[src/rtl/memSys_cfg.svh]
`ifndef MEMSYS_CFG_SVH
`define MEMSYS_CFG_SVH

// word and byte address width
`define XLEN 32

// one RAM data byte
`define BYTE_W 8

// access length field, holds 1, 2 or 4
`define LEN_W 3

// RAM address bits, addresses wrap at this depth
`define RAM_AW 16

`define RAM_DEPTH (1 << `RAM_AW)

// bytes per instruction word
`define FETCH_BYTES 4

`endif

[src/rtl/memSysPkg.sv]
`include "memSys_cfg.svh"

package memSysPkg;

    typedef logic [`XLEN-1:0]   word_t;
    typedef logic [`XLEN-1:0]   addr_t;
    typedef logic [`BYTE_W-1:0] byte_t;
    typedef logic [`RAM_AW-1:0] ramAddr_t;
    typedef logic [`LEN_W-1:0]  accLen_t;

    // sequencing of one request in either port
    typedef enum logic [1:0] {
        IDLE,
        ISSUE,
        FINISH
    } portState_t;

    // current owner of the RAM bus
    typedef enum logic [1:0] {
        FREE,
        FETCH_OWN,
        DATA_OWN
    } arbState_t;

    typedef struct packed {
        addr_t addr;
    } fetchReq_t;

    typedef struct packed {
        logic    isStore;
        accLen_t len;
        addr_t   addr;
        word_t   wdata;
    } dataReq_t;

    // one byte cycle from a port towards the arbiter
    typedef struct packed {
        logic     active;
        logic     last;
        logic     write;
        ramAddr_t addr;
        byte_t    wdata;
    } busReq_t;

endpackage

[src/rtl/dataPort.sv]
`include "memSys_cfg.svh"

module dataPort
    import memSysPkg::*;
(
    input  logic     clk,
    input  logic     rst,
    input  logic     i_stall,
    input  logic     i_en,
    input  dataReq_t i_req,
    input  logic     i_grant,
    input  byte_t    i_rdata,
    output busReq_t  o_busReq,
    output logic     o_done,
    output word_t    o_loadData
);

    portState_t state;
    logic       isStore;
    accLen_t    reqLen;
    ramAddr_t   reqAddr;
    word_t      reqData;
    accLen_t    issueCnt;
    logic [1:0] recvIdx;
    logic       rdPend;
    logic       rdLast;
    logic       accept;
    logic       lastWrite;
    word_t      loadAsm;

    // byte index selects the address offset and the store lane
    always_comb begin
        o_busReq.active = (state == ISSUE) && (issueCnt < reqLen);
        o_busReq.last   = (issueCnt == reqLen - accLen_t'(1));
        o_busReq.write  = isStore;
        o_busReq.addr   = reqAddr + ramAddr_t'(issueCnt);
        o_busReq.wdata  = reqData[{issueCnt[1:0], 3'b000} +: `BYTE_W];
    end

    assign accept    = o_busReq.active && i_grant && !i_stall;
    assign lastWrite = accept && isStore && o_busReq.last;

    always_ff @(posedge clk) begin
        if (rst) begin
            state    <= IDLE;
            issueCnt <= '0;
            recvIdx  <= '0;
            rdPend   <= 1'b0;
            rdLast   <= 1'b0;
        end else if (!i_stall) begin
            rdPend <= accept && !isStore;
            rdLast <= accept && !isStore && o_busReq.last;
            case (state)
                IDLE: begin
                    if (i_en) begin
                        state    <= ISSUE;
                        issueCnt <= '0;
                        recvIdx  <= '0;
                    end
                end
                ISSUE: begin
                    if (accept) begin
                        issueCnt <= issueCnt + accLen_t'(1);
                    end
                    if (rdPend) begin
                        recvIdx <= recvIdx + 2'd1;
                    end
                    // a store is done with its last write, no drain cycle
                    if (lastWrite) begin
                        state <= IDLE;
                    end else if (rdPend && rdLast) begin
                        state <= FINISH;
                    end
                end
                FINISH: begin
                    state <= IDLE;
                end
                default: begin
                    state <= IDLE;
                end
            endcase
        end
    end

    always_ff @(posedge clk) begin
        if (!i_stall) begin
            if (state == IDLE && i_en) begin
                isStore <= i_req.isStore;
                reqLen  <= i_req.len;
                reqAddr <= i_req.addr[`RAM_AW-1:0];
                reqData <= i_req.wdata;
                // lanes above len stay zero
                loadAsm <= '0;
            end else if (rdPend) begin
                loadAsm[{recvIdx, 3'b000} +: `BYTE_W] <= i_rdata;
            end
        end
    end

    assign o_done     = ((state == FINISH) && !i_stall) || lastWrite;
    assign o_loadData = loadAsm;

endmodule

[config.mk]
export PLATFORM = sky130hd
export DESIGN_NAME = dataPort
export DESIGN_NICKNAME = d
export VERILOG_FILES = /design/src/rtl/memSysPkg.sv /design/src/rtl/dataPort.sv
export VERILOG_INCLUDE_DIRS = /design/src /design/src/rtl
export SDC_FILE = /design/constraint.sdc
export NUM_CORES = 1
export LEC_CHECK = 0
export ABC_AREA = 1
export BUFFER_PORTS_ARGS = -buffer_cell sky130_fd_sc_hd__clkbuf_2
export CAP_MARGIN = 20
export CORE_MARGIN = 4
export CORE_UTILIZATION = 46
export CTS_CLUSTER_DIAMETER = 40
export DETAILED_ROUTE_END_ITERATION = 7
export PLACE_DENSITY = 0.84
export SYNTH_ARGS = -nofsm -noshare
export SYNTH_HDL_FRONTEND = slang
export SYNTH_SLANG_ARGS = --single-unit
[constraint.sdc]
create_clock -name clk -period 8.3 [get_ports clk]
set_input_delay 1.66 -clock clk [delete_from_list [all_inputs] [get_ports clk]]
set_output_delay 1.66 -clock clk [all_outputs]
set_load 0.03 [all_outputs]
== Word level (Yosys, flattened, before mapping) ==
Index checks and enable logic that the tools add are counted.
Widths: inputs -> output; s select.
Word-level totals
  output and inout port bits: 60
  input bits: 81
  flip-flop bits (word level): 93
  word-level logic and storage cells: 60
Cells by class
  mux-type cells: 12
  equal/unequal tests: 7
  $add $sub $neg: 5
  reduce and logical (&&, ||, !) cells: 21
  magnitude comparators: 1
  shifts and indexed selects: 3
  bitwise logic cells: 1
Operator list (count)
  $bwmux 32: 1
  $mux 32: 1
  $shift 8x7->32 const A: 1
  $shiftx 32x6->8: 1
  $shiftx 8x7->32: 1
  $add 16x3->16: 1
  $logic_and 1x1->1: 10
  $mux 2: 5
  $pmux 2 s2: 2
  $reduce_and 4->1: 2
  $neg 5->7: 1
  $mux 3: 2
  $ne 2x2->1 const B: 3
  $pmux 3 s2: 1
  $reduce_and 2->1: 2
  $reduce_bool 2->1: 2
  $add 3x1->3 const B: 1
  $eq 3x3->1: 1
  $lt 3x3->1: 1
  $ne 3x2->1 const B: 1
  $reduce_and 3->1: 1
  $sub 3x1->3 const B: 1
  $add 2x1->2 const B: 1
  $eq 2x1->1 const B: 1
  other kinds (5): 6

== Logic depth before layout (Yosys ltp) ==
  depth in word-level cells: 8
  gate-level depth with buffers: 13
  mapped depth without buffers: 13

== Worst setup path after synthesis ==
OpenSTA, ideal clock, no wires.
  kind: input to register
  start point: input i_en
  end point: register loadAsm[0], in the netlist o_loadData[0] (enable)
  arrival: 5.133 ns
  library setup time: 0.390 ns
  buffers on the path: 0
  required time: 7.910 ns
  slack: 2.778 ns
  stages: 4
  cells stage by stage: nand2_1 > nor2_1 > inv_1 > nand2_1
Between the ends
  longest elaborated chain between the ends: 3
Ends and longest elaborated chain
  from (decl): line dataPort.sv:9  | input logic i_en,
  $logic_and 1x1->1: line dataPort.sv:87  | if (state == IDLE && i_en) begin
  $reduce_bool 2->1 (no source line)
  $reduce_and 2->1 (no source line)
  to (signal, indexed assignment): line dataPort.sv:95  | loadAsm[{recvIdx, 3'b000} +: `BYTE_W] <= i_rdata;
  to (decl): line dataPort.sv:29  | word_t loadAsm;
No other way between the ends.
A chain may end at the register's enable or synchronous reset.

==> impl_metrics.csv <==
group,metric,value,unit
timing,fmax,0.210,GHz
detailed_routing,post_drt_wl_per_cell,14.3,um
cts,root_buffer,"clkbuf_8",
detailed_routing,vias,3409,
logic_synthesis,yosysSeqAreaShare,61.6,%
worst_setup_path,r2r_start,"issueCnt[0]",
timing,rsz0062_at_grt,"no",
power,p_per_area,205,mW/mm^2
logic_synthesis,yosys-top-cells-area,"edfxtp_1 57%, nand2_1 5.1%, inv_1 5.0%, nor2_1 4.4%, dfxtp_1 4.1%",
timing,slew_violations,0,
logic_synthesis,synthArstFlopShare,0,%
cts,cts_buffers,9,
floorplan,dieArea,0.0112,sq mm
grt,antenna_found_initial,0,
timing,relSlewSlack,52.2,%
logic_synthesis,synth_edf_count,84,
grt,grt_pass1_vias,3361,
power,p_int,0.000781,W
worst_setup_path,required,6.64,ns
cts,cts_setup_buffers,0,
worst_setup_path,crit_type,"flip-flop to output pin",
power,p_clk_share,30.1,%
hold_path,min_from,"rdPend",
cts,clk_path_buf_depth,2,
logic_synthesis,ys_ff_latch,93,
detailed_routing,ant_nets,0,
detailed_routing,first_pass_iters,5,
worst_setup_path,critPathCapture,"o_busReq[20]",
floorplan,die_y,106,um
cts,clk_latency,0.37,ns
floorplan,core_area,0.00928,sq mm
logic_synthesis,ys_types,34,
layout,final_util,57.7,%
logic_synthesis,yosysMostFrequentCell,"edfxtp_1",
place,post-place-ws,3.89,ns
place,gp_congestion,0.925,
detailed_routing,viasPerCell,5.01,
floorplan,design.portCount,141,
grt,gr-total-overflow,0,
cts,clock_sinks,93,
grt,grt_pass1_wl,15.7,mm
logic_synthesis,synthesis.nets,516,
grt,grt_max_degree,54,
floorplan,start_util,47.3,%
logic_synthesis,synth_area,0.00439,sq mm
worst_setup_path,timing.critical_path.from,"issueCnt[1]",
worst_setup_path,arrival,3.10,ns
layout,drive_above_1_share,27.8,%
worst_setup_path,critPathMaxFanout,14,
detailed_routing,routed_wl,9.76,mm
timing,hold_ws,0.527,ns
grt,grt_usage,17.7,%
logic_synthesis,yosysTopAreaCellShare,57.5,%
worst_setup_path,rr_endpoint,"state[0]",
floorplan,fp.dieW,106,um
logic_synthesis,synth_flop_cell,"edfxtp_1",
floorplan,rows,35,
detailed_routing,drc,0,
cts,htree_levels,3,
layout,diodes,0,
layout,final_nets,641,
worst_setup_path,worstSetupStartpointType,"flip-flop",
logic_synthesis,synthCells,421,
job,maxCapViolations,0,
timing,final.setup.tns,0,ns
worst_setup_path,end_kind,"output pin",
logic_synthesis,synthTopCellsByCount,"84 x edfxtp_1, 60 x nand2_1, 59 x inv_1, 52 x nor2_1, 25 x o21ai_0",
cts,cts_tree,"built",
timing,fin_crit,4.76,ns
detailed_routing,drtIter0Drc,215,
timing,worst_slack,3.54,ns
place,portBuffers,124,
power,seqPwrFrac,51.3,%
worst_setup_path,r2r_cells,10,
timing,skew,0.0160,ns
timing,period_share,57.3,%
power,p_leak,2.31,nW
power,p_total,0.00110,W
timing,hold_viol_final,0,
layout,syn2layout_area_growth,22.1,%
logic_synthesis,ys_warn_count,0,
cts,cts-hold-fix-buffers,0,
cts,clk_pin_slew,0.09,ns
cts,ctsResizeCount,0,
timing,worstMarginPinSlew,0.717,ns
worst_setup_path,rrSetupSlack,5.73,ns
place,hpwl,7.27,mm
layout,fillers,804,
power,combPwrFrac,18.6,%
run_status,status,"finished clean",
power,power_switching,0.000320,W
hold_path,hold_class,"flip-flop to flip-flop",
power,switching_share,29.1,%
logic_synthesis,yosys.area.top_type,"edfxtp_1",
logic_synthesis,postSynthAreaPerCell,10.4,sq um
timing,finalSetupViolations,0,
power,ir_worst_vdd,0.112,mV
power by group through the flow:
stage | logic [W] | clock network [W] | registers [W]
final | 0.000205 | 0.000332 | 0.000565
after global routing | 0.000227 | 0.000362 | 0.000568
after CTS | 0.000206 | 0.000340 | 0.000565
after detailed placement | 0.000205 | 0 | 0.000575
after global placement | 0.000198 | 0 | 0.000574
after floorplan | 0.000125 | 0 | 0.000590
critical path, cell delays in order (launching register included):
cell      delay, ns
dfxtp_1        0.66
clkinv_1       0.45
fa_1           0.57
o22ai_2        0.18
nand2_1        0.11
nor3_2         0.21
nand2_2        0.10
nor2_2         0.10
xor2_1         0.14
clkbuf_2       0.22
logic make-up after synthesis:
family	after synthesis	synth area share, %
adders and majority gates	14	4.16
DFF	93	61.6
and+or+nand+nor	143	13.9
xor gates and xnor gates	14	2.79
AOI/OAI and AO/OA	83	10.9
buffers and inverters	74	6.59
metrics by stage:
stage                     area (sq um)  std cells
after floorplan                   4390        421
after global placement            5140        664
after detailed placement          5140        664
after CTS                         5360        680
after global routing              5360        680
final                             5360        680
layout by cell type (no fill, tap or decap), drive strengths merged:
cell        n
nand4       4
xnor2       6
a22oi       9
o22ai      17
nor4        1
a21oi      25
o31ai       1
clkinvlp    2
o21ai      27
nand3       7
a211oi      3
xor2        8
a31oi       1
nor3b       1
inv        62
buf         2
clkbuf    134
dfxtp       9
nor2       55
nand2      62
fa          1
nor3       13
ha         13
edfxtp     84
clkinv      2
bufinv      2
layer usage:
layer / track usage [%] / part of all wire, % / vias up
li1: - / - / 1693
met1: 21.4 / 40 / 1583
met2: 30.6 / 51 / 116
met3: 3.92 / 6.2 / 17
met4: 7.22 / 2.2 / 0
met5: 0 / 0 / -
state kept, by name (all words and copies together), names as in the netlist:
register and count:
reqAddr 16, rdLast 1, state 2, issueCnt 3, isStore 1, reqData 32, rdPend 1, o_loadData 32
reqLen 3, recvIdx 2
worst min-delay path by stage:
stage | to | slack, ns | depth (start not counted)
2_1_floorplan | rdPend | 0.46 | 2
3_3_place_gp | rdLast | 0.50 | 2
3_5_place_dp | rdPend | 0.51 | 2
4_1_cts | rdPend | 0.53 | 2
5_1_grt | rdPend | 0.55 | 2
6_report | rdPend | 0.53 | 2
area by class of cell:
| cell class | count | area, sq um | share of cell area, % |
|---|---|---|---|
| Tap cell | 129 | 161 | 3.01 |
| Inverter | 62 | 233 | 4.34 |
| Clock inverter | 6 | 95.1 | 1.77 |
| Sequential cell | 93 | 2700 | 50.4 |
| Multi-Input combinational cell | 254 | 1410 | 26.2 |
| Timing Repair Buffer | 126 | 636 | 11.9 |
| Clock buffer | 10 | 128 | 2.38 |
Note: power is estimated with default switching activity, not from simulation.
