**config.mk**
```make
export PLATFORM = sky130hd
export DESIGN_NAME = byteArbiter
export DESIGN_NICKNAME = d
export VERILOG_FILES = /design/src/rtl/memSysPkg.sv /design/src/rtl/byteArbiter.sv
export VERILOG_INCLUDE_DIRS = /design/src /design/src/rtl
export SDC_FILE = /design/constraint.sdc
export NUM_CORES = 1
export LEC_CHECK = 0
export BUFFER_PORTS_ARGS = -buffer_cell sky130_fd_sc_hd__buf_2
export CAP_MARGIN = 20
export CORE_MARGIN = 4
export CORE_UTILIZATION = 33
export DETAILED_ROUTE_END_ITERATION = 8
export PLACE_DENSITY_LB_ADDON = 0.3
export SKIP_CTS_REPAIR_TIMING = 1
export SKIP_LAST_GASP = 1
export SYNTH_ARGS = -nofsm -noshare
export SYNTH_HDL_FRONTEND = slang
export SYNTH_SLANG_ARGS = --single-unit
```
**constraint.sdc**
```tcl
create_clock -name clk -period 1.45 [get_ports clk]
set_input_delay 0.29 -clock clk [delete_from_list [all_inputs] [get_ports clk]]
set_output_delay 0.29 -clock clk [all_outputs]
set_load 0.1 [all_outputs]
```
**src/rtl/memSys_cfg.svh**
```systemverilog
`ifndef MEMSYS_CFG_SVH
`define MEMSYS_CFG_SVH

// word and byte address width
`define XLEN 32

// one RAM data byte
`define BYTE_W 8

// access length field, holds 1, 2 or 4
`define LEN_W 3

// RAM address bits, addresses wrap at this depth
`define RAM_AW 16

`define RAM_DEPTH (1 << `RAM_AW)

// bytes per instruction word
`define FETCH_BYTES 4

`endif

```
**src/rtl/memSysPkg.sv**
```systemverilog
`include "memSys_cfg.svh"

package memSysPkg;

    typedef logic [`XLEN-1:0]   word_t;
    typedef logic [`XLEN-1:0]   addr_t;
    typedef logic [`BYTE_W-1:0] byte_t;
    typedef logic [`RAM_AW-1:0] ramAddr_t;
    typedef logic [`LEN_W-1:0]  accLen_t;

    // sequencing of one request in either port
    typedef enum logic [1:0] {
        IDLE,
        ISSUE,
        FINISH
    } portState_t;

    // current owner of the RAM bus
    typedef enum logic [1:0] {
        FREE,
        FETCH_OWN,
        DATA_OWN
    } arbState_t;

    typedef struct packed {
        addr_t addr;
    } fetchReq_t;

    typedef struct packed {
        logic    isStore;
        accLen_t len;
        addr_t   addr;
        word_t   wdata;
    } dataReq_t;

    // one byte cycle from a port towards the arbiter
    typedef struct packed {
        logic     active;
        logic     last;
        logic     write;
        ramAddr_t addr;
        byte_t    wdata;
    } busReq_t;

endpackage

```
**src/rtl/byteArbiter.sv**
```systemverilog
module byteArbiter
    import memSysPkg::*;
(
    input  logic     clk,
    input  logic     rst,
    input  logic     i_stall,
    input  busReq_t  i_fetchBus,
    input  busReq_t  i_dataBus,
    output logic     o_fetchGrant,
    output logic     o_dataGrant,
    output logic     o_ramWe,
    output ramAddr_t o_ramAddr,
    output byte_t    o_ramWdata
);

    arbState_t state;
    logic      dataSel;
    logic      fetchSel;
    logic      lastAccept;
    busReq_t   selBus;
    ramAddr_t  heldAddr;

    // a free bus goes to the data port first
    always_comb begin
        dataSel  = (state == DATA_OWN) ||
                   ((state == FREE) && i_dataBus.active);
        fetchSel = (state == FETCH_OWN) ||
                   ((state == FREE) && !i_dataBus.active && i_fetchBus.active);
        selBus   = dataSel ? i_dataBus : i_fetchBus;
    end

    assign o_dataGrant  = dataSel;
    assign o_fetchGrant = fetchSel;

    assign lastAccept = selBus.active && selBus.last && !i_stall;

    assign o_ramWe    = selBus.active && selBus.write && !i_stall;
    assign o_ramWdata = selBus.wdata;

    // during a stall the RAM keeps reading the last accepted byte,
    // so a pending read byte is still there when the stall ends
    assign o_ramAddr = i_stall ? heldAddr : selBus.addr;

    always_ff @(posedge clk) begin
        heldAddr <= o_ramAddr;
    end

    always_ff @(posedge clk) begin
        if (rst) begin
            state <= FREE;
        end else if (!i_stall) begin
            if (lastAccept) begin
                state <= FREE;
            end else if (dataSel) begin
                state <= DATA_OWN;
            end else if (fetchSel) begin
                state <= FETCH_OWN;
            end else begin
                state <= FREE;
            end
        end
    end

endmodule

```
== Word-level counts from Yosys, hierarchy flattened ==
Index checks and enable logic that the tools add are counted.
Storage, ports and cells
  register bits: 18
  bits in latches: 0
  memory bits (writable): 0
  ROM bits: 0
  bits of input ports: 57
  output and inout bits: 27
  word-level logic and storage cells: 21
  memories: 0
Cells by class
  $add $sub $neg: 0
  multipliers: 0
  divide/modulo/power cells: 0
  $lt $le $gt $ge: 0
  eq/ne operators: 2
  shift operators: 0
  mux-type cells: 5
  bitwise logic cells: 0
  reduce and logical (&&, ||, !) cells: 12
Operators by type and width (count)
  27-bit two-way mux: 1
  16-bit two-way mux: 1
  1-bit logical AND: 7
  2-bit two-way mux: 2
  2-bit by 1-bit == test with 1-bit output, second input constant: 1
  2-bit == test, second input constant: 1
  1-bit logical NOT: 2
  2-bit logical NOT: 1
  1-bit logical OR: 2
  1-bit two-way mux: 1

== Longest topological paths before layout ==
Gate-level depths: netlist (run 1).
  depth after elaboration: 7
  mapped depth: 5

== Worst setup path after synthesis (run 1) ==
OpenSTA, ideal clock, no wires.
  path kind: reg2reg
  start point: register state[0]
  end point: register heldAddr[10]
  arrival time: 3051 ps
  data required time: 1095 ps
  path slack: -1956 ps
  cell stages (with the launch flop): 6
  buffers on the path: 2
  clock period less this slack: 3406 ps
  cell sequence: dfxtp_1 > o21bai_1 > buf_6 > buf_6 > mux2i_1 > o21ai_0
Between the ends
  word-level cells in the longest chain between the ends: 5
Ends and longest elaborated chain
  start: declaration: RTL line byteArbiter.sv:16  | arbState_t state;
  start signal: assignment: RTL line byteArbiter.sv:50  | state <= FREE;
  start signal: assignment: RTL line byteArbiter.sv:53  | state <= FREE;
  start signal: assignment: RTL line byteArbiter.sv:55  | state <= DATA_OWN;
  2-bit logical NOT: RTL line byteArbiter.sv:26  | ((state == FREE) && i_dataBus.active);
  1-bit logical AND: RTL line byteArbiter.sv:26
  1-bit logical OR (*): RTL line byteArbiter.sv:25  | dataSel = (state == DATA_OWN) ||
  27-bit two-way mux (*): RTL line byteArbiter.sv:29  | selBus = dataSel ? i_dataBus : i_fetchBus;
  16-bit two-way mux (*): RTL line byteArbiter.sv:42  | assign o_ramAddr = i_stall ? heldAddr : selBus.addr;
  named net o_ramAddr[10]: RTL line byteArbiter.sv:12  | output ramAddr_t o_ramAddr,
  end signal: assignment: RTL line byteArbiter.sv:45  | heldAddr <= o_ramAddr;
  end: declaration: RTL line byteArbiter.sv:21  | ramAddr_t heldAddr;
Mark *: on every way through the listed nets, which the timed path passes. The rest lies on a longest branch.
A chain may end at the register's enable or synchronous reset.

== Final worst setup path (run 1) ==
  start point: register state[1]
  end point: output o_ramAddr[12]
Between the ends
  word-level cells in the longest chain between the ends: 5
Ends and longest elaborated chain (RTL line)
  2-bit logical NOT: byteArbiter.sv:26
  1-bit logical AND: byteArbiter.sv:26
  1-bit logical OR (*): byteArbiter.sv:25
  27-bit two-way mux (*): byteArbiter.sv:29
  16-bit two-way mux (*): byteArbiter.sv:42
  end: declaration: byteArbiter.sv:12
Every way passes the cells marked *; elsewhere a longest branch is shown, timed or not.

==> summary.md, run 1 <==
| Metric | Value |
|---|---|
| Post-synth net total | between 150 and 200 |
| Layout Cell Area excl Fill | around 2200 µm² |
| Critical-path top delay cell | dfxtp_2 |
| Maxcap violations | 0 |
| Setup WS pre-CTS | -0.224 ns |
| Commonest non-fill, non-tap cell in the layout | buf_2 |
| Buf/Inv on CP | 2 |
| Synth area leader | dfxtp_1 |
| Number of diodes | 0 |
| Crit path largest cell delay | 0.35 ns |
| DRC violations left | 0 |
| Slew @ Worst Pin | 0.244 ns |
| Clock skew | 0.00204 ns |
| Core Rows | 18 |
| Share of the yosys chip area belonging to registers | 39.1% |
| HP Class | primary input to register |
| Via/cell ratio | 5.01 |
| DR WL/cell | 17.5 µm |
| Leak | around 1 nW |
| Final period utilization | 134% |
| DRT Pass-1 Iters | 4 |
| Critical path arrival | 1.66 ns |
| Detailed Route WL | about 4.1 mm |
| Most frequent cells in the layout | buf_2, nand2_1, buf_12 |
| CORE AREA | 2570 µm² |
| Share of the synthesized area in the top cell type | 39.1% |
| # H-tree levels | 1 |
| FF+latch count, synth | 18 |
| Crit Path Max Fanout | 8 |
| Ys flop type | dfxtp_1 |
| Crit path max-delay family | buffers and inverters |
| Clock slew at reported path FFs | 0.10 ns |
| CTS Buffer Depth | 2 |
| DR vias | 1,163 |
| Min Tclk post-route | 1.95 ns |
| Final WS setup | -0.495 ns |
| Startpoint Class | register |
| Worst vdd ir | 1.15 mV |
| Vias in the first global route | 1,234 |
| Fin util | between 80% and 90% |
| CP Class | register to output port |
| RSZ-0062 raised after global routing | true |
| Initial Utilization | 35.9% |
| Gpl congestion | 0.698 |
| Area Growth Syn to Fin | 143% |
| Fin. max-slew vios | 0 |
| Gr usage total | between 10% and 20% |
| Critical path capture point type | output port |
| CTS tree | done |
| Synthesized area | 921 µm² |
| Syn Inst Count | 113 |
| Die area | around 3700 µm² |
| Critical-path cell list | o21bai_4 -> clkbuf_16 -> mux2i_2 -> o21ai_4 -> buf_12 |
| Status | finished with violations |
| Setup total negative slack | -11.12 ns |
| WHS | around 0.18 ns |
| Overflow left after global routing | 0 |
| Fin. Hold Viols | 0 |
| Die H | 60.8 µm |
| Failing checks | negative setup slack |
| Post-synth ARST share | 0% |
| Worst skew pair latency | 0.31 ns |
| First-pass GRT wire length | approximately 5.1 mm |
| Pwr dens | 1140 nW/µm² |
| Fmax | 514 MHz |
| Num Clock Sinks | 18 |
| Share of cells above drive strength 1 | 73.3% |
| Root Buffer Master | clkbuf_4 |
| Top area cells in the synthesized netlist | dfxtp_1, mux2i_1, nand2_1 |
| Synth warnings | 0 |
| Max-Slew Margin vs Limit | between 80 and 90% |
| Port buffer count | 83 |
| Avg Inst Size Synth | ~8.1 µm² |
| Die Wd | 60.8 µm |
| Ports | 84 |
| Final setup fails | 26 |
| Number of flops mapped to enable cells by yosys | 0 |
| Critical Path RT | 1.16 ns |
| Final HPWL DP | around 2.9 mm |
| Netlist cell types | 21 |
| Initial DRC Count | 29 |
| NumNets Final | 260 |
| CTS Buf Count | 3 |
| Initial antenna violation count | 0 |
| Pin count of the biggest net entering global routing | 21 |
| Placed cell area | 2050 µm² |
| ANT nets after route | 0 |
[worst paths after layout]
check              startpoint             to  slack, ns  depth (start not counted)
setup reg to reg     state[1]       state[1]       0.04                          5
setup / recovery     state[1]  o_ramAddr[12]      -0.50                          5
hold reg to reg   heldAddr[8]    heldAddr[8]       0.51                          2
hold / removal            rst       state[1]       0.18                          2
[synthesized netlist by cell type (all sizes together) (2+ instances only)]
cell type	instances
nand2	41
dfxtp	18
mux2i	18
o21ai	16
buf	4
clkbuf	3
nor3	2
[cell families (layout without fill, tap and decap cells)]
family	Yosys count	count (layout)	share of synthesized area [%]
flip-flops	18	18	39.1
buffers and inverters	9	98	5.84
AO/OA/AOI/OAI	21	21	14.4
AND/OR/NAND/NOR	47	47	21.1
multiplexers	18	18	19.6
[final cells by class]
cell class	instances	area (µm²)
clock buffer	4	36.3
fill	129	334
inverter	2	8.76
multi-input combinational	86	850
sequential	18	363
tap	30	37.5
timing repair buffer	92	938
[routing by layer]
layer	part of all wire [%]	track usage (%)	vias to the layer above
met5	0	0	-
met4	3.0	8.98	0
met3	11	7.66	12
met2	55	35.7	72
met1	31	16.3	519
li1	-	-	560
[through the flow]
stage | total power [W] | instances
after floorplan | 0.00158 | 113
after global placement | 0.00210 | 226
after detailed placement | 0.00214 | 226
after CTS | 0.00245 | 230
after global routing | 0.00262 | 232
final | 0.00254 | 232
[sequential cells by signal, indices dropped and copies added (netlist names)]
name      count
heldAddr     16
state         2
[where the power goes]
group,switching (W),total (W),internal [W]
clock,0.000168,0.000321,0.000154
combinational,0.00104,0.00165,0.000613
sequential,0.0000188,0.000574,0.000555
total,0.00122,0.00254,0.00132
(Power assumes the default switching activity.)
==> run 2: changes to the inputs <==
PLACE_DENSITY = 0.79   (was unset)
PLACE_DENSITY_LB_ADDON = unset   (was 0.3)
==> summary.md, run 2 (same netlist as run 1, synthesis figures left out) <==
| Metric | Value |
|---|---|
| Status | finished with violations (unchanged) |
| Failing checks | negative setup slack (unchanged) |
| Fmax | 515 MHz (was 514 MHz) |
| Final WS setup | -0.493 ns (was -0.495 ns) |
| Largest register FFs | 16 (unchanged) |
| Die H | 60.8 µm (unchanged) |
| DRT Pass-1 Iters | 4 (unchanged) |
| DR vias | 1,159 (was 1,163) |
| Via/cell ratio | 4.95 (was 5.01) |
| Die area | 3700 µm² (unchanged) |
| Area occupied by multi-input gates | 908 µm² (was 850 µm²) |
| Num Clock Sinks | 18 (unchanged) |
| Leak | 1.02 nW (was 0.997 nW) |
| Critical-path top delay cell | dfxtp_2 (unchanged) |
| Initial DRC Count | 44 (was 29) |
| First-pass GRT wire length | 5.21 mm (was 5.08 mm) |
| Largest Register | heldAddr (unchanged) |
| RSZ-0062 raised after global routing | true (unchanged) |
| Fin. max-slew vios | 0 (unchanged) |
| Final HPWL DP | 2.92 mm (was 2.87 mm) |
| Core Rows | 18 (unchanged) |
| Crit Path Max Fanout | 7 (was 8) |
| Slew @ Worst Pin | 0.261 ns (was 0.244 ns) |
| Hold Startpoint | rst (unchanged) |
| Worst skew pair latency | 0.29 ns (was 0.31 ns) |
| CTS Buf Count | 3 (unchanged) |
| ANT nets after route | 0 (unchanged) |
| Critical path arrival | 1.65 ns (was 1.66 ns) |
| Critical-path cell list | o21bai_4 -> buf_12 -> mux2i_4 -> o21ai_4 -> buf_12 (was o21bai_4 -> clkbuf_16 -> mux2i_2 -> o21ai_4 -> buf_12) |
| HP Class | primary input to register (unchanged) |
| Layout Cell Area excl Fill | 2330 µm² (was 2230 µm²) |
| Startpoint Class | register (unchanged) |
| Pwr dens | 1110 nW/µm² (was 1140 nW/µm²) |
| Clock slew at reported path FFs | 0.10 ns (about the same) |
| Initial antenna violation count | 0 (unchanged) |
| Buf/Inv on CP | 2 (unchanged) |
| CTS Buffer Depth | 2 (unchanged) |
| Final setup fails | 28 (was 26) |
| Overflow left after global routing | 0 (unchanged) |
| Number of diodes | 0 (unchanged) |
| NumNets Final | 262 (was 260) |
| CP Class | register to output port (unchanged) |
| Gr usage total | 18.9% (was 18.5%) |
| Critical Path RT | 1.16 ns (about the same) |
| # fillers | 102 (was 129) |
| CTS tree | done (unchanged) |
| Port buffer count | 83 (unchanged) |
| FF+latch area | 363 µm² (unchanged) |
| Crit path max-delay family | buffers and inverters (unchanged) |
| Vias in the first global route | 1,208 (was 1,234) |
| Min Tclk post-route | 1.94 ns (was 1.95 ns) |
| Most frequent cells in the layout | buf_2, nand2_1, buf_12 (unchanged) |
| Clock skew | 0.00259 ns (was 0.00204 ns) |
| Ports | 84 (unchanged) |
| Crit-path most repeated cell | buf_12 |
| Maxcap violations | 0 (unchanged) |
| Final period utilization | 134% (about the same) |
| Share of cells above drive strength 1 | 73.5% (was 73.3%) |
| Setup total negative slack | -10.87 ns (was -11.12 ns) |
| DRC violations left | 0 (unchanged) |
| Max-Slew Margin vs Limit | 82.6% (was 83.4%) |
| Critical path capture point type | output port (unchanged) |
| Initial Utilization | 35.9% (unchanged) |
| Fin. Hold Viols | 0 (unchanged) |
| Root Buffer Master | clkbuf_4 (unchanged) |
| DR WL/cell | 17.7 µm (was 17.5 µm) |
| Die Wd | 60.8 µm (unchanged) |
| # H-tree levels | 1 (unchanged) |
| Pin count of the biggest net entering global routing | 23 (was 21) |
| Gpl congestion | 0.712 (was 0.698) |
| Crit path largest cell delay | 0.35 ns (about the same) |
| Biggest regs | heldAddr: 16 flops, state: 2 flops (unchanged) |
| Placed cell area | 2080 µm² (was 2050 µm²) |
| Worst vdd ir | 1.15 mV (about the same) |
| Detailed Route WL | 4.14 mm (was 4.06 mm) |
| Critical path launch point | state[1] (unchanged) |
| Area Growth Syn to Fin | 153% (was 143%) |
| CORE AREA | 2570 µm² (unchanged) |
| Commonest non-fill, non-tap cell in the layout | buf_2 (unchanged) |
| R2r startpoint | state[1] (unchanged) |
[run 2: where the power goes]
group	internal, W	switching (W)
clock network	0.000153	0.000156
registers	0.000555	0.0000221
logic	0.000654	0.00106
total	0.00136	0.00123
[run 2: metrics by stage]
stage               total power, W  hold slack [ns]  cells  util, %  setup slack, ns
floorplan                  0.00158            0.379    113        -           -0.499
global placement           0.00212            0.479    226     80.9           -0.174
detailed placement         0.00216            0.488    226     80.9           -0.248
CTS                        0.00246            0.188    230     82.3           -0.510
global route               0.00269            0.180    234     90.7           -0.570
finish                     0.00259            0.196    234     90.7           -0.493
[run 2: final cells by class]
type                       instances  share of cell area (%)
inverter                           2                   0.430
clock buffer                       4                    1.56
multi-input combinational         86                    39.0
sequential                        18                    15.6
timing repair buffer              94                    41.8
tap                               30                    1.61
[run 2: path summary, 6_finish.rpt]
kind	endpoint	slack, ns	cells past startpoint
max reg2reg	state[1]	-0.08	6
min	state[1]	0.20	2
max	o_ramAddr[11]	-0.49	5
min reg2reg	heldAddr[9]	0.52	2
[run 2: per-layer routing]
layer	track usage, %	vias to the layer above	part of all wire (%)
met1	18.4	515	33
met2	36.9	69	55
li1	-	569	-
met5	0	-	0
met3	5.11	6	11
met4	7.43	0	1.1
