## config.mk

```make
export PLATFORM = sky130hd
export DESIGN_NAME = fetchPort
export DESIGN_NICKNAME = d
export VERILOG_FILES = /design/src/rtl/memSysPkg.sv /design/src/rtl/fetchPort.sv
export VERILOG_INCLUDE_DIRS = /design/src /design/src/rtl
export SDC_FILE = /design/constraint.sdc
export NUM_CORES = 1
export LEC_CHECK = 0
export BUFFER_PORTS_ARGS = -buffer_cell sky130_fd_sc_hd__buf_2
export CORE_MARGIN = 2
export CORE_UTILIZATION = 49
export DETAILED_ROUTE_END_ITERATION = 8
export GPL_ROUTABILITY_DRIVEN = 0
export PLACE_DENSITY = 0.89
export SLEW_MARGIN = 20
export SYNTH_ARGS = -nofsm -noshare
export SYNTH_HDL_FRONTEND = slang
export SYNTH_SLANG_ARGS = --single-unit
```

## constraint.sdc

```tcl
create_clock -name clk -period 4.5 [get_ports clk]
set_input_delay 0.675 -clock clk [delete_from_list [all_inputs] [get_ports clk]]
set_output_delay 0.675 -clock clk [all_outputs]
set_load 0.1 [all_outputs]
```

## src/rtl/memSys_cfg.svh

```systemverilog
`ifndef MEMSYS_CFG_SVH
`define MEMSYS_CFG_SVH

// word and byte address width
`define XLEN 32

// one RAM data byte
`define BYTE_W 8

// access length field, holds 1, 2 or 4
`define LEN_W 3

// RAM address bits, addresses wrap at this depth
`define RAM_AW 16

`define RAM_DEPTH (1 << `RAM_AW)

// bytes per instruction word
`define FETCH_BYTES 4

`endif

```

## src/rtl/memSysPkg.sv

```systemverilog
`include "memSys_cfg.svh"

package memSysPkg;

    typedef logic [`XLEN-1:0]   word_t;
    typedef logic [`XLEN-1:0]   addr_t;
    typedef logic [`BYTE_W-1:0] byte_t;
    typedef logic [`RAM_AW-1:0] ramAddr_t;
    typedef logic [`LEN_W-1:0]  accLen_t;

    // sequencing of one request in either port
    typedef enum logic [1:0] {
        IDLE,
        ISSUE,
        FINISH
    } portState_t;

    // current owner of the RAM bus
    typedef enum logic [1:0] {
        FREE,
        FETCH_OWN,
        DATA_OWN
    } arbState_t;

    typedef struct packed {
        addr_t addr;
    } fetchReq_t;

    typedef struct packed {
        logic    isStore;
        accLen_t len;
        addr_t   addr;
        word_t   wdata;
    } dataReq_t;

    // one byte cycle from a port towards the arbiter
    typedef struct packed {
        logic     active;
        logic     last;
        logic     write;
        ramAddr_t addr;
        byte_t    wdata;
    } busReq_t;

endpackage

```

## src/rtl/fetchPort.sv

```systemverilog
`include "memSys_cfg.svh"

module fetchPort
    import memSysPkg::*;
(
    input  logic      clk,
    input  logic      rst,
    input  logic      i_stall,
    input  logic      i_en,
    input  fetchReq_t i_req,
    input  logic      i_grant,
    input  byte_t     i_rdata,
    output busReq_t   o_busReq,
    output logic      o_done,
    output word_t     o_inst
);

    portState_t state;
    ramAddr_t   reqAddr;
    logic [2:0] issueCnt;
    logic       rdPend;
    logic       rdLast;
    logic       accept;
    word_t      instAsm;

    // byte reads at addr + 0 .. addr + 3
    always_comb begin
        o_busReq.active = (state == ISSUE) && (issueCnt < 3'(`FETCH_BYTES));
        o_busReq.last   = (issueCnt == 3'(`FETCH_BYTES - 1));
        o_busReq.write  = 1'b0;
        o_busReq.addr   = reqAddr + ramAddr_t'(issueCnt);
        o_busReq.wdata  = '0;
    end

    assign accept = o_busReq.active && i_grant && !i_stall;

    always_ff @(posedge clk) begin
        if (rst) begin
            state    <= IDLE;
            issueCnt <= '0;
            rdPend   <= 1'b0;
            rdLast   <= 1'b0;
        end else if (!i_stall) begin
            // read data shows up one cycle after the accepted address
            rdPend <= accept;
            rdLast <= accept && o_busReq.last;
            case (state)
                IDLE: begin
                    if (i_en) begin
                        state    <= ISSUE;
                        issueCnt <= '0;
                    end
                end
                ISSUE: begin
                    if (accept) begin
                        issueCnt <= issueCnt + 3'd1;
                    end
                    if (rdPend && rdLast) begin
                        state <= FINISH;
                    end
                end
                FINISH: begin
                    state <= IDLE;
                end
                default: begin
                    state <= IDLE;
                end
            endcase
        end
    end

    always_ff @(posedge clk) begin
        if (!i_stall) begin
            if (state == IDLE && i_en) begin
                reqAddr <= i_req.addr[`RAM_AW-1:0];
            end
            // first byte ends up in the lowest lane after four shifts
            if (rdPend) begin
                instAsm <= {i_rdata, instAsm[`XLEN-1:`BYTE_W]};
            end
        end
    end

    assign o_done = (state == FINISH) && !i_stall;
    assign o_inst = instAsm;

endmodule

```

# After elaboration in Yosys (flattened, before gate mapping)

Cells that the tools add are included.

Input port bits: 45
Register bits after elaboration: 55
Logic and storage cells: 36

$add $sub $neg: 2
Reduce and logical (&&, ||, !) cells: 14
Order comparisons: 1
Muxes and demuxes: 6
Bitwise gates (word level): 1
Equal/unequal tests: 6

Operators with widths:

| operator                                          | count |
|---|---|
| adder 16 x 3 -> 16 bit                            | 1 |
| logical AND 1 bit                                 | 7 |
| 2-to-1 mux 3 bit                                  | 2 |
| one-hot mux 3 bit (2 select lines)                | 1 |
| 2-to-1 mux 2 bit                                  | 2 |
| != test 2 bit, second input constant              | 2 |
| one-hot mux 2 bit (2 select lines)                | 1 |
| AND reduction 2 bit                               | 2 |
| AND reduction 4 bit                               | 1 |
| adder 3 x 1 -> 3 bit, second input constant       | 1 |
| == test 3 x 2 -> 1 bit, second input constant     | 1 |
| less-than comparator 3 bit, second input constant | 1 |
| AND reduction 3 bit                               | 1 |
| == test 2 x 1 -> 1 bit, second input constant     | 1 |
| == test 2 bit, second input constant              | 1 |
| logical NOT 2 bit                                 | 1 |
| != test 2 x 1 -> 1 bit, second input constant     | 1 |
| nonzero test 2 bit                                | 1 |
| logical NOT 1 bit                                 | 1 |
| inverter 1 bit                                    | 1 |

# Depth between registers and ports, before layout

Gate-level depths: netlist of run 1.

Depth after elaboration: 6
Mapped depth: 6
Gate-level depth less buffers: 6

# Worst setup path after synthesis of run 1

No wires, ideal clock.

Kind: input to output
From: input port i_stall
To: output port o_done
Stages on the path: 2
Path slack: 0.725 ns
Path buffers: 1
Arrival time: 3.100 ns
Path through: clkbuf_1 nor3b_1

Word-level cells in the longest chain between the ends: 2

RTL lines:

| what              | line            | source |
|---|---|---|
| start, declared   | fetchPort.sv:8  | `input logic i_stall,` |
| logical NOT 1 bit | fetchPort.sv:84 | `assign o_done = (state == FINISH) && !i_stall;` |
| logical AND 1 bit | fetchPort.sv:84 |  |
| end, declared     | fetchPort.sv:14 | `output logic o_done,` |

No other way between the ends.

==> qor.csv, run 1 <==
stage,metric,value,unit
placement,port_buffers,79,
finish,antenna_cells,0,
global_route,antenna_found_initial,1,
worst_setup_path,cp_cell_sequence,ha_1 -> fa_1 -> a21oi_1 -> nor3_1 -> nand2_1 -> xnor2_1 -> buf_2,
synth,yosysUniqueCellTypes,30,
pwr,switching_share,0.293,
clock_tree,cts-hold-fix-buffers,0,
sta,finalHoldViolCount,0,
detailed_routing,vias,1338,
finish,syn_to_final_growth,24.0,%
worst_setup_path,crit_path_top_delay_cell,buf_2,
run_status,status,completed,
global_route,grt_pass1_vias,1218,
flow_run,maxCapViolCount,0,
synth,synth.avg_cell_area,15.4,um2
clock_tree,worstSkewPairLatency,0.30,ns
clock_tree,cts-root-buf,clkbuf_8,
global_route,grt-ovfl-total,0,
worst_setup_path,worstSetupPathType,reg2out,
sta,fin_worst_skew,0.00977,ns
synth,async_reset_ff_frac,0,
sta,maxSlewViolCount,0,
clock_tree,htreeDepth,2,
floorplan,num_rows,24,
finish,layout.nets,278,
worst_hold_path,hold_class,reg2reg,
sta,fmax,329,MHz
synth,yosysSeqAreaShare,0.722,
finish,final_cells,280,
clock_tree,clk_path_buf_depth,2,
detailed_routing,first_iter_violations,47,
synth,synth_edf_count,48,
sta,hold_slack,0.445,ns
sta,tightest_slew,0.729,ns
pwr,peakVddDrop,229,uV
pwr,power.switching,0.290,mW
worst_setup_path,r2r_start,state[0],
detailed_routing,routed_wl,3920,um
pwr,p_leak,1.09,nW
synth,synth_warnings,0,
floorplan,die_w,70.9,um
placement,place_inst,272,
global_route,grt_pass1_wl,5830,um
synth,ys_seq_elements,55,
sta,rsz0062_at_grt,no,
worst_setup_path,cpPeakStageDelay,0.45,ns
pwr,cellPowerDensity,365,nW/um2
worst_setup_path,crit_path_end_kind,primary output,
global_route,grt_max_degree,33,
sta,slew-limit-headroom,0.513,
detailed_routing,first_pass_iters,4,
clock_tree,tritoncts,built,
floorplan,dieHeight,70.9,um
worst_setup_path,worstPathArrival,2.36,ns
finish,drive_above_1_share,0.408,
pwr,power_frac_comb,0.163,
detailed_routing,postRouteAntennaNets,0,
worst_setup_path,reg2reg_slack,2.90,ns
worst_hold_path,hold_start,o_inst[22],
clock_tree,cts_setup_buffers,0,
pwr,seq_power_share,0.578,
sta,setup-tns-final,0,ns
detailed_routing,wire_per_inst,14.0,um
worst_setup_path,startpoint_type,register,
finish,layout_common_cells,"buf_2, edfxtp_1, nor2_1",
clock_tree,cts_resized,0,
floorplan,die-area,5020,um2
worst_setup_path,crit_required,3.83,ns
pwr,p_total,0.991,mW
synth,synth_ff_type,edfxtp_1,
worst_setup_path,cp-startpoint,reqAddr[0],
placement,place_hpwl,3050,um
sta,setup_viol,0,
sta,finalCritPeriodShare,0.675,
synth,synth_cells,142,
synth,syn-cell-area,2190,um2
detailed_routing,drc,0,
floorplan,ios,105,
finish,final_common_cell,buf_2,
worst_setup_path,crit_fanout,3,
clock_tree,cts_sinks,55,
clock_tree,clk_pin_slew,0.09,ns
detailed_routing,viasPerCell,4.78,
pwr,pwr-share-clk,0.258,
pwr,power.internal,0.701,mW
sta,min_period,3.04,ns
floorplan,initial_core_util,0.507,
floorplan,core_area,4320,um2
clock_tree,numCtsBuffers,5,
global_route,groute.usage.overall,0.155,
## Yosys cell counts, types with 3 or more instances
cell       n  area [um2]
xor2_1     5        43.8
dfxtp_1    7         140
nand2_1    9        33.8
xnor2_1    9        78.8
nand2b_1   3        18.8
nor3_1     3        15.0
nor3b_1    3        22.5
nand3_1    5        25.0
nor2_1    10        37.5
ha_1       5        62.6
buf_4      9        67.6
a21oi_1    5        25.0
edfxtp_1  48        1440
## final timing paths
check / to / cells past startpoint
setup / recovery: o_busReq[18] / 7
hold / removal: o_inst[14] / 0
setup reg to reg: reqAddr[2] / 2
hold reg to reg: o_inst[14] / 0
## state kept, by name, summed over array words and instances, names as in the netlist
register / flops
issueCnt: 3
o_inst: 32
rdLast: 1
rdPend: 1
reqAddr: 16
state: 2
## worst max-delay path, delay by kind of cell, from the launching register on
kind            cells  cell delay [ns]
fa+ha+maj           2             0.68
buf+inv             1             0.45
flops               1             0.37
compound gates      1             0.24
simple gates        2             0.21
xor+xnor            1             0.12
## kinds of logic (layout without fill, tap and decap cells)
group / count (synthesis) / count (layout) / synth area share
mux: 2 / 2 / 0.00914
other cells: 1 / 9 / 0.00171
flops: 55 / 55 / 0.722
compound gates: 11 / 11 / 0.0405
xor+xnor: 14 / 14 / 0.0560
buf+inv: 11 / 89 / 0.0343
simple gates: 42 / 42 / 0.0988
fa+ha+maj: 6 / 6 / 0.0377
## cell type report
| class | instances | area (um2) |
|---|---|---|
| clock inverter | 2 | 13.8 |
| sequential | 55 | 1580 |
| multi-input combinational | 84 | 578 |
| fill | 341 | 1610 |
| clock buffer | 6 | 72.6 |
| tap | 52 | 65.1 |
| timing repair buffer | 80 | 403 |
| inverter | 1 | 3.75 |
## layer usage
| metal | vias to the layer above | track usage | part of all wire |
|---|---|---|---|
| li1 | 667 | - | - |
| met1 | 613 | 0.177 | 0.36 |
| met2 | 50 | 0.261 | 0.53 |
| met3 | 8 | 0.0684 | 0.089 |
| met4 | 0 | 0.0545 | 0.016 |
| met5 | - | 0 | 0 |
## power by group through the flow
stage	Combinational, mW	Clock, mW	Sequential [mW]
floorplan	0.122	0	0.603
global placement	0.160	0	0.584
detailed placement	0.162	0	0.585
CTS	0.162	0.265	0.573
global route	0.168	0.281	0.574
finish	0.162	0.256	0.573
## metrics by stage
step	setup slack (ns)	utilization	instance area, um2
after floorplan	0.725	-	2220
after global placement	1.83	0.607	2630
after detailed placement	1.79	0.607	2630
after CTS	1.46	0.627	2710
after global routing	1.36	0.628	2720
final	1.46	0.628	2720
No activity file was read; power rests on OpenSTA's default activity.
==> inputs of run 2 (changes only) <==
ABC_AREA = 1   (was unset)
CORE_UTILIZATION = 42   (was 49)
PLACE_DENSITY = 0.8   (was 0.89)
clock period = 2.5 ns   (was 4.5 ns; I/O delays follow)
==> qor.csv, run 2 <==
stage,metric,value,unit,change
run_status,status,completed,,
synth,synth.avg_cell_area,12.0,um2,-22%
synth,synthTopCellsByCount,"edfxtp_1, nand2_1, inv_1, nand3_1",,
detailed_routing,routed_wl,4670,um,+19%
clock_tree,clk_path_buf_depth,2,,unchanged
synth,async_reset_ff_frac,0,,unchanged
sta,finalCritPeriodShare,0.997,,
synth,ys_seq_elements,55,,unchanged
sta,tightest_slew,0.657,ns,-0.0719 ns
worst_setup_path,worstPathArrival,2.12,ns,-0.24 ns
synth,netlist.area_leader.share,0.610,,-0.0474
global_route,grt_max_degree,33,,unchanged
finish,layout_common_cells,"buf_2, edfxtp_1, nand2_1, inv_1, nand3_1",,
finish,n_fill_cell,455,,+33%
clock_tree,cts_sinks,55,,unchanged
finish,final_cells,358,,+28%
finish,multi_input_area,791,um2,+37%
detailed_routing,wire_per_inst,13.1,um,-6.7%
synth,syn-cell-area,2360,um2,+7.8%
finish,drive_above_1_share,0.437,,+0.0292
worst_setup_path,crit_fanout,3,,unchanged
floorplan,die-area,6240,um2,+24%
clock_tree,clk_pin_slew,0.09,ns,about the same
finish,largest_register_ff_count,32,,unchanged
global_route,grt_pass1_wl,7080,um,+21%
sta,fin_ws,0.00806,ns,-1.46 ns
clock_tree,numCtsBuffers,5,,unchanged
floorplan,num_rows,27,,+13%
finish,regArea,1580,um2,about the same
worst_setup_path,crit_path_end_kind,primary output,,
synth,synth_edf_count,48,,unchanged
global_route,grt-ovfl-total,0,,unchanged
worst_setup_path,worstSetupPathType,reg2out,,
sta,slew-limit-headroom,0.562,,+0.0490
floorplan,initial_core_util,0.431,,-0.0752
detailed_routing,first_iter_violations,55,,+17%
synth,netlist.top_cell.by_area,edfxtp_1,,
finish,syn_to_final_growth,37.8,%,
finish,layout.nets,336,,+21%
clock_tree,htreeDepth,2,,unchanged
flow_run,maxCapViolCount,0,,unchanged
sta,setup_viol,0,,unchanged
sta,fin_worst_skew,0.00486,ns,-0.00491 ns
global_route,groute.usage.overall,0.150,,-0.00527
pwr,p_leak,1.37,nW,+25%
global_route,grt_pass1_vias,1591,,+31%
finish,final_common_cell,buf_2,,
detailed_routing,viasPerCell,4.68,,-2.0%
sta,rsz0062_at_grt,yes,,
clock_tree,tritoncts,built,,
worst_hold_path,hold_class,in2reg,,
pwr,cellPowerDensity,611,nW/um2,+68%
placement,place_ws,0.109,ns,-1.68 ns
worst_setup_path,crit_required,2.12,ns,-1.71 ns
placement,port_buffers,79,,unchanged
sta,maxSlewViolCount,0,,unchanged
synth,synth_warnings,0,,unchanged
synth,synth.most_common_cell,edfxtp_1,,
floorplan,ios,105,,unchanged
synth,yosysUniqueCellTypes,25,,-17%
synth,synth_area_leaders,"edfxtp_1, nand2_1, dfxtp_1",,
floorplan,die_w,79.0,um,+11%
finish,antenna_cells,0,,unchanged
detailed_routing,first_pass_iters,5,,+1
placement,place_inst,347,,+28%
sta,fmax,401,MHz,
detailed_routing,vias,1676,,+25%
detailed_routing,postRouteAntennaNets,0,,unchanged
synth,synth_ff_type,edfxtp_1,,
sta,min_period,2.49,ns,
clock_tree,cts-root-buf,clkbuf_8,,
worst_setup_path,startpoint_type,register,,
floorplan,core_area,5470,um2,+27%
floorplan,dieHeight,79.0,um,+11%
placement,place_hpwl,3600,um,+18%
sta,finalHoldViolCount,0,,unchanged
synth,yosysSeqAreaShare,0.670,,-0.0520
synth,synth_cells,196,,+38%
global_route,antenna_found_initial,0,,-1
pwr,peakVddDrop,409,uV,+78%
clock_tree,worstSkewPairLatency,0.30,ns,about the same
detailed_routing,drc,0,,unchanged
==> run 2: cell types whose count changed after synthesis, moves of 4 or more <==
| cell | previous run | this run |
|---|---|---|
| inv_1 | 1 | 19 |
| inv_2 | 0 | 5 |
| nand2_1 | 9 | 39 |
| nand3_1 | 5 | 15 |
| nand4_1 | 1 | 7 |
| nor2_2 | 0 | 4 |
| xnor2_1 | 9 | 1 |
==> run 2: metrics by stage <==
stage,total power [mW],utilization,instance area [um2],TNS [ns],hold WS [ns]
floorplan,1.42,-,2470,-0.153,0.431
global placement,1.50,0.563,3080,0,0.425
detailed placement,1.51,0.563,3080,0,0.428
CTS,2.00,0.585,3200,0,0.231
global route,2.06,0.595,3250,-0.264,0.222
finish,1.99,0.595,3250,0,0.246
==> run 2: layout make-up <==
type / count / area share
clock buffer: 6 / 0.0223
clock inverter: 2 / 0.00500
inverter: 24 / 0.0277
multi-input combinational: 116 / 0.243
sequential: 55 / 0.486
tap: 72 / 0.0277
timing repair buffer: 83 / 0.188
==> run 2: path summary, 6_finish.rpt <==
check             startpoint      endpoint  slack [ns]  cells after the start
setup / recovery  reqAddr[0]  o_busReq[20]       0.008                      9
hold / removal    i_rdata[0]    o_inst[24]        0.25                      1
setup reg to reg    state[1]    reqAddr[4]        0.89                      3
hold reg to reg   o_inst[18]    o_inst[10]        0.45                      0
==> run 2: power breakdown <==
part | leakage, nW | internal (mW) | switching [mW]
Combinational | 0.835 | 0.114 | 0.356
Clock | 0.0418 | 0.202 | 0.274
Sequential | 0.495 | 1.02 | 0.0253
Total | 1.37 | 1.33 | 0.656
==> run 2: repair_timing <==
item	CTS	global route
endpoints found under the setup margin	6	8
buffers inserted	1	2
hold buffers	0	0
resized for setup	6	9
pin swaps	2	7
hold endpoints to repair	0	0
==> run 2: layer usage <==
layer  vias to the layer above  global-route usage  share of wire
met5                         -                   0              0
met4                         0              0.0724          0.021
met3                         8              0.0432          0.069
met2                        63               0.272           0.54
met1                       779               0.158           0.37
li1                        826                   -              -
==> run 2: kinds of logic (layout without fill, tap and decap cells) <==
logic type / after synthesis / count (layout) / synth area share
xor gates and xnor gates: 7 / 7 / 0.0260
other: 1 / 9 / 0.00159
adders and majority gates: 6 / 6 / 0.0350
AOI/OAI and AO/OA: 11 / 11 / 0.0313
and+or+nand+nor: 83 / 83 / 0.170
buffers and inverters: 33 / 115 / 0.0668
DFF: 55 / 55 / 0.670
==> run 2: critical path, cell delays in order (launching register included) <==
cell and delay [ns]:
edfxtp_1 0.42, ha_4 0.18, fa_2 0.43, a21oi_4 0.22, nor2_4 0.06, buf_6 0.13
nand3_2 0.06, nand2_2 0.05, nand2_2 0.09, buf_12 0.17
==> inputs of run 3 (changes only) <==
CORE_UTILIZATION = 35   (was 42)
PLACE_DENSITY = 0.7   (was 0.8)
==> qor.csv, run 3 (synthesized netlist as in run 2, its figures left out) <==
stage,metric,value,unit,change
detailed_routing,routed_wl,4470,um,-4.3%
finish,antenna_cells,0,,unchanged
clock_tree,cts-hold-fix-buffers,0,,unchanged
sta,slew-limit-headroom,0.585,,+0.0230
floorplan,num_rows,29,,+7.4%
worst_setup_path,r2r_end,reqAddr[13],,
worst_setup_path,endpoint,o_busReq[12],,
worst_setup_path,cp-startpoint,reqAddr[0],,
detailed_routing,met1Wirelength,1750,um,-0.17%
sta,maxSlewViolCount,0,,unchanged
worst_setup_path,worstPathBufferInverterCount,2,,unchanged
floorplan,die_w,86.1,um,+9.1%
worst_setup_path,crit_cells,7,,-2
finish,largest_register_ff_count,32,,unchanged
worst_setup_path,worstPathArrival,2.04,ns,-0.08 ns
finish,syn_to_final_growth,37.4,%,
detailed_routing,first_pass_iters,4,,-1
worst_setup_path,worstSetupPathType,reg2out,,
clock_tree,htreeDepth,2,,unchanged
detailed_routing,dr_wl_met3,280,um,-13%
detailed_routing,wire_per_inst,12.4,um,-5.1%
detailed_routing,first_iter_violations,55,,unchanged
worst_hold_path,hold_class,in2reg,,
clock_tree,tritoncts,built,,
worst_setup_path,cp_cell_sequence,ha_2 -> fa_2 -> a21oi_4 -> nor2_4 -> buf_4 -> xor2_4 -> buf_12,,
detailed_routing,vias,1650,,-1.6%
worst_setup_path,crit_path_end_kind,primary output,,
worst_setup_path,cpPeakStageDelay,0.40,ns,-0.03 ns
clock_tree,clk_pin_slew,0.10,ns,about the same
sta,min_period,2.42,ns,-0.0745 ns
clock_tree,cts-root-buf,clkbuf_8,,
finish,layout.nets,334,,-0.60%
sta,setup_viol,0,,unchanged
sta,hold_slack,0.241,ns,-0.00503 ns
clock_tree,numCtsBuffers,5,,unchanged
detailed_routing,highest_layer,met4,,
sta,rsz0062_at_grt,no,,
finish,drive_above_1_share,0.430,,-0.00749
finish,final_common_cell,buf_2,,
worst_setup_path,crit_fanout,4,,+1
detailed_routing,postRouteAntennaNets,0,,unchanged
sta,finalCritPeriodShare,0.967,,-0.0298
floorplan,core_area,6420,um2,+17%
sta,fmax,414,MHz,+3.1%
worst_setup_path,reg2reg_slack,0.93,ns,+0.04 ns
floorplan,initial_core_util,0.368,,-0.0638
clock_tree,clk_path_buf_depth,2,,unchanged
global_route,grt_max_degree,33,,unchanged
sta,tightest_slew,0.622,ns,-0.0344 ns
global_route,grt-ovfl-total,0,,unchanged
global_route,groute.usage.overall,0.122,,-0.0276
floorplan,dieHeight,86.1,um,+9.1%
placement,port_buffers,79,,unchanged
finish,layout_common_cells,"buf_2, edfxtp_1, nand2_1, inv_1, nand3_1",,
floorplan,ios,105,,unchanged
floorplan,die-area,7420,um2,+19%
sta,fin_worst_skew,0.00482,ns,-0.0000348 ns
placement,place_hpwl,3580,um,-0.52%
pwr,p_leak,1.37,nW,-0.19%
detailed_routing,drc,0,,unchanged
pwr,p_total,2.02,mW,+1.7%
run_status,status,completed,,
sta,finalHoldViolCount,0,,unchanged
clock_tree,worstSkewPairLatency,0.30,ns,about the same
worst_setup_path,crit_path_top_delay_cell,fa_2,,
worst_setup_path,startpoint_type,register,,
global_route,antenna_found_initial,0,,unchanged
detailed_routing,met2WireLength,2310,um,-7.6%
worst_setup_path,crit_required,2.12,ns,about the same
global_route,grt_pass1_wl,6960,um,-1.8%
worst_setup_path,r2r_start,state[1],,
clock_tree,cts_sinks,55,,unchanged
worst_setup_path,reg2reg_depth,3,,unchanged
worst_setup_path,critPathTopFamily,adder cells,,
pwr,cellPowerDensity,623,nW/um2,+2.0%
pwr,peakVddDrop,360,uV,-12%
flow_run,maxCapViolCount,0,,unchanged
detailed_routing,viasPerCell,4.57,,-2.4%
global_route,grt_pass1_vias,1552,,-2.5%
==> run 3: cell count changes in the layout (fill, tap and decap cells not counted), sizes merged <==
cell	previous run	this run
inv	25	26
clkinvlp	1	0
buf	83	81
==> run 3: worst min-delay path by stage <==
stage                          start          to  cells past startpoint
after detailed placement  o_inst[11]   o_inst[3]                      0
after floorplan               rdLast      rdLast                      2
after global routing      i_rdata[4]  o_inst[28]                      1
after CTS                 i_rdata[7]  o_inst[31]                      1
final                     i_rdata[4]  o_inst[28]                      1
after global placement    o_inst[26]  o_inst[18]                      0
==> run 3: worst reg2reg max path: stages (launching register included) <==
cell	delay (ns)
dfxtp_1	0.37
nor2_2	0.21
nand3_1	0.14
inv_1	0.49
==> run 3: metrics by stage <==
stage	instances	cell area (um2)	util	setup TNS, ns	setup slack [ns]
global route	361	3240	0.505	0	0.0190
CTS	360	3210	0.499	-0.0103	-0.0103
finish	361	3240	0.505	0	0.0825
detailed placement	352	3090	0.480	0	0.0996
floorplan	204	2470	-	-0.153	-0.0972
global placement	352	3090	0.480	0	0.166
==> run 3: power breakdown <==
| group | internal (mW) | switching, mW | total [mW] |
|---|---|---|---|
| logic | 0.114 | 0.352 | 0.466 |
| clock network | 0.232 | 0.281 | 0.513 |
| registers | 1.02 | 0.0248 | 1.04 |
| total | 1.36 | 0.658 | 2.02 |
==> run 3: timing repair <==
item,CTS,global route
setup endpoints to repair,6,9
hold endpoints to repair,0,0
pin swaps,1,2
setup buffers,0,1
gates resized for setup,5,7
==> run 3: area by class of cell <==
cell class                 count  area [um2]
tap                           77        96.3
fill                         576        3180
timing repair buffer          81         593
clock buffer                   6        82.6
multi-input combinational    116         781
inverter                      24        90.1
clock inverter                 2        17.5
sequential                    55        1580
==> run 3: metal layers <==
layer  GRT usage  vias up
li1            -      817
met4      0.0765        0
met1       0.130      756
met3      0.0298       12
met5           0        -
met2       0.216       65
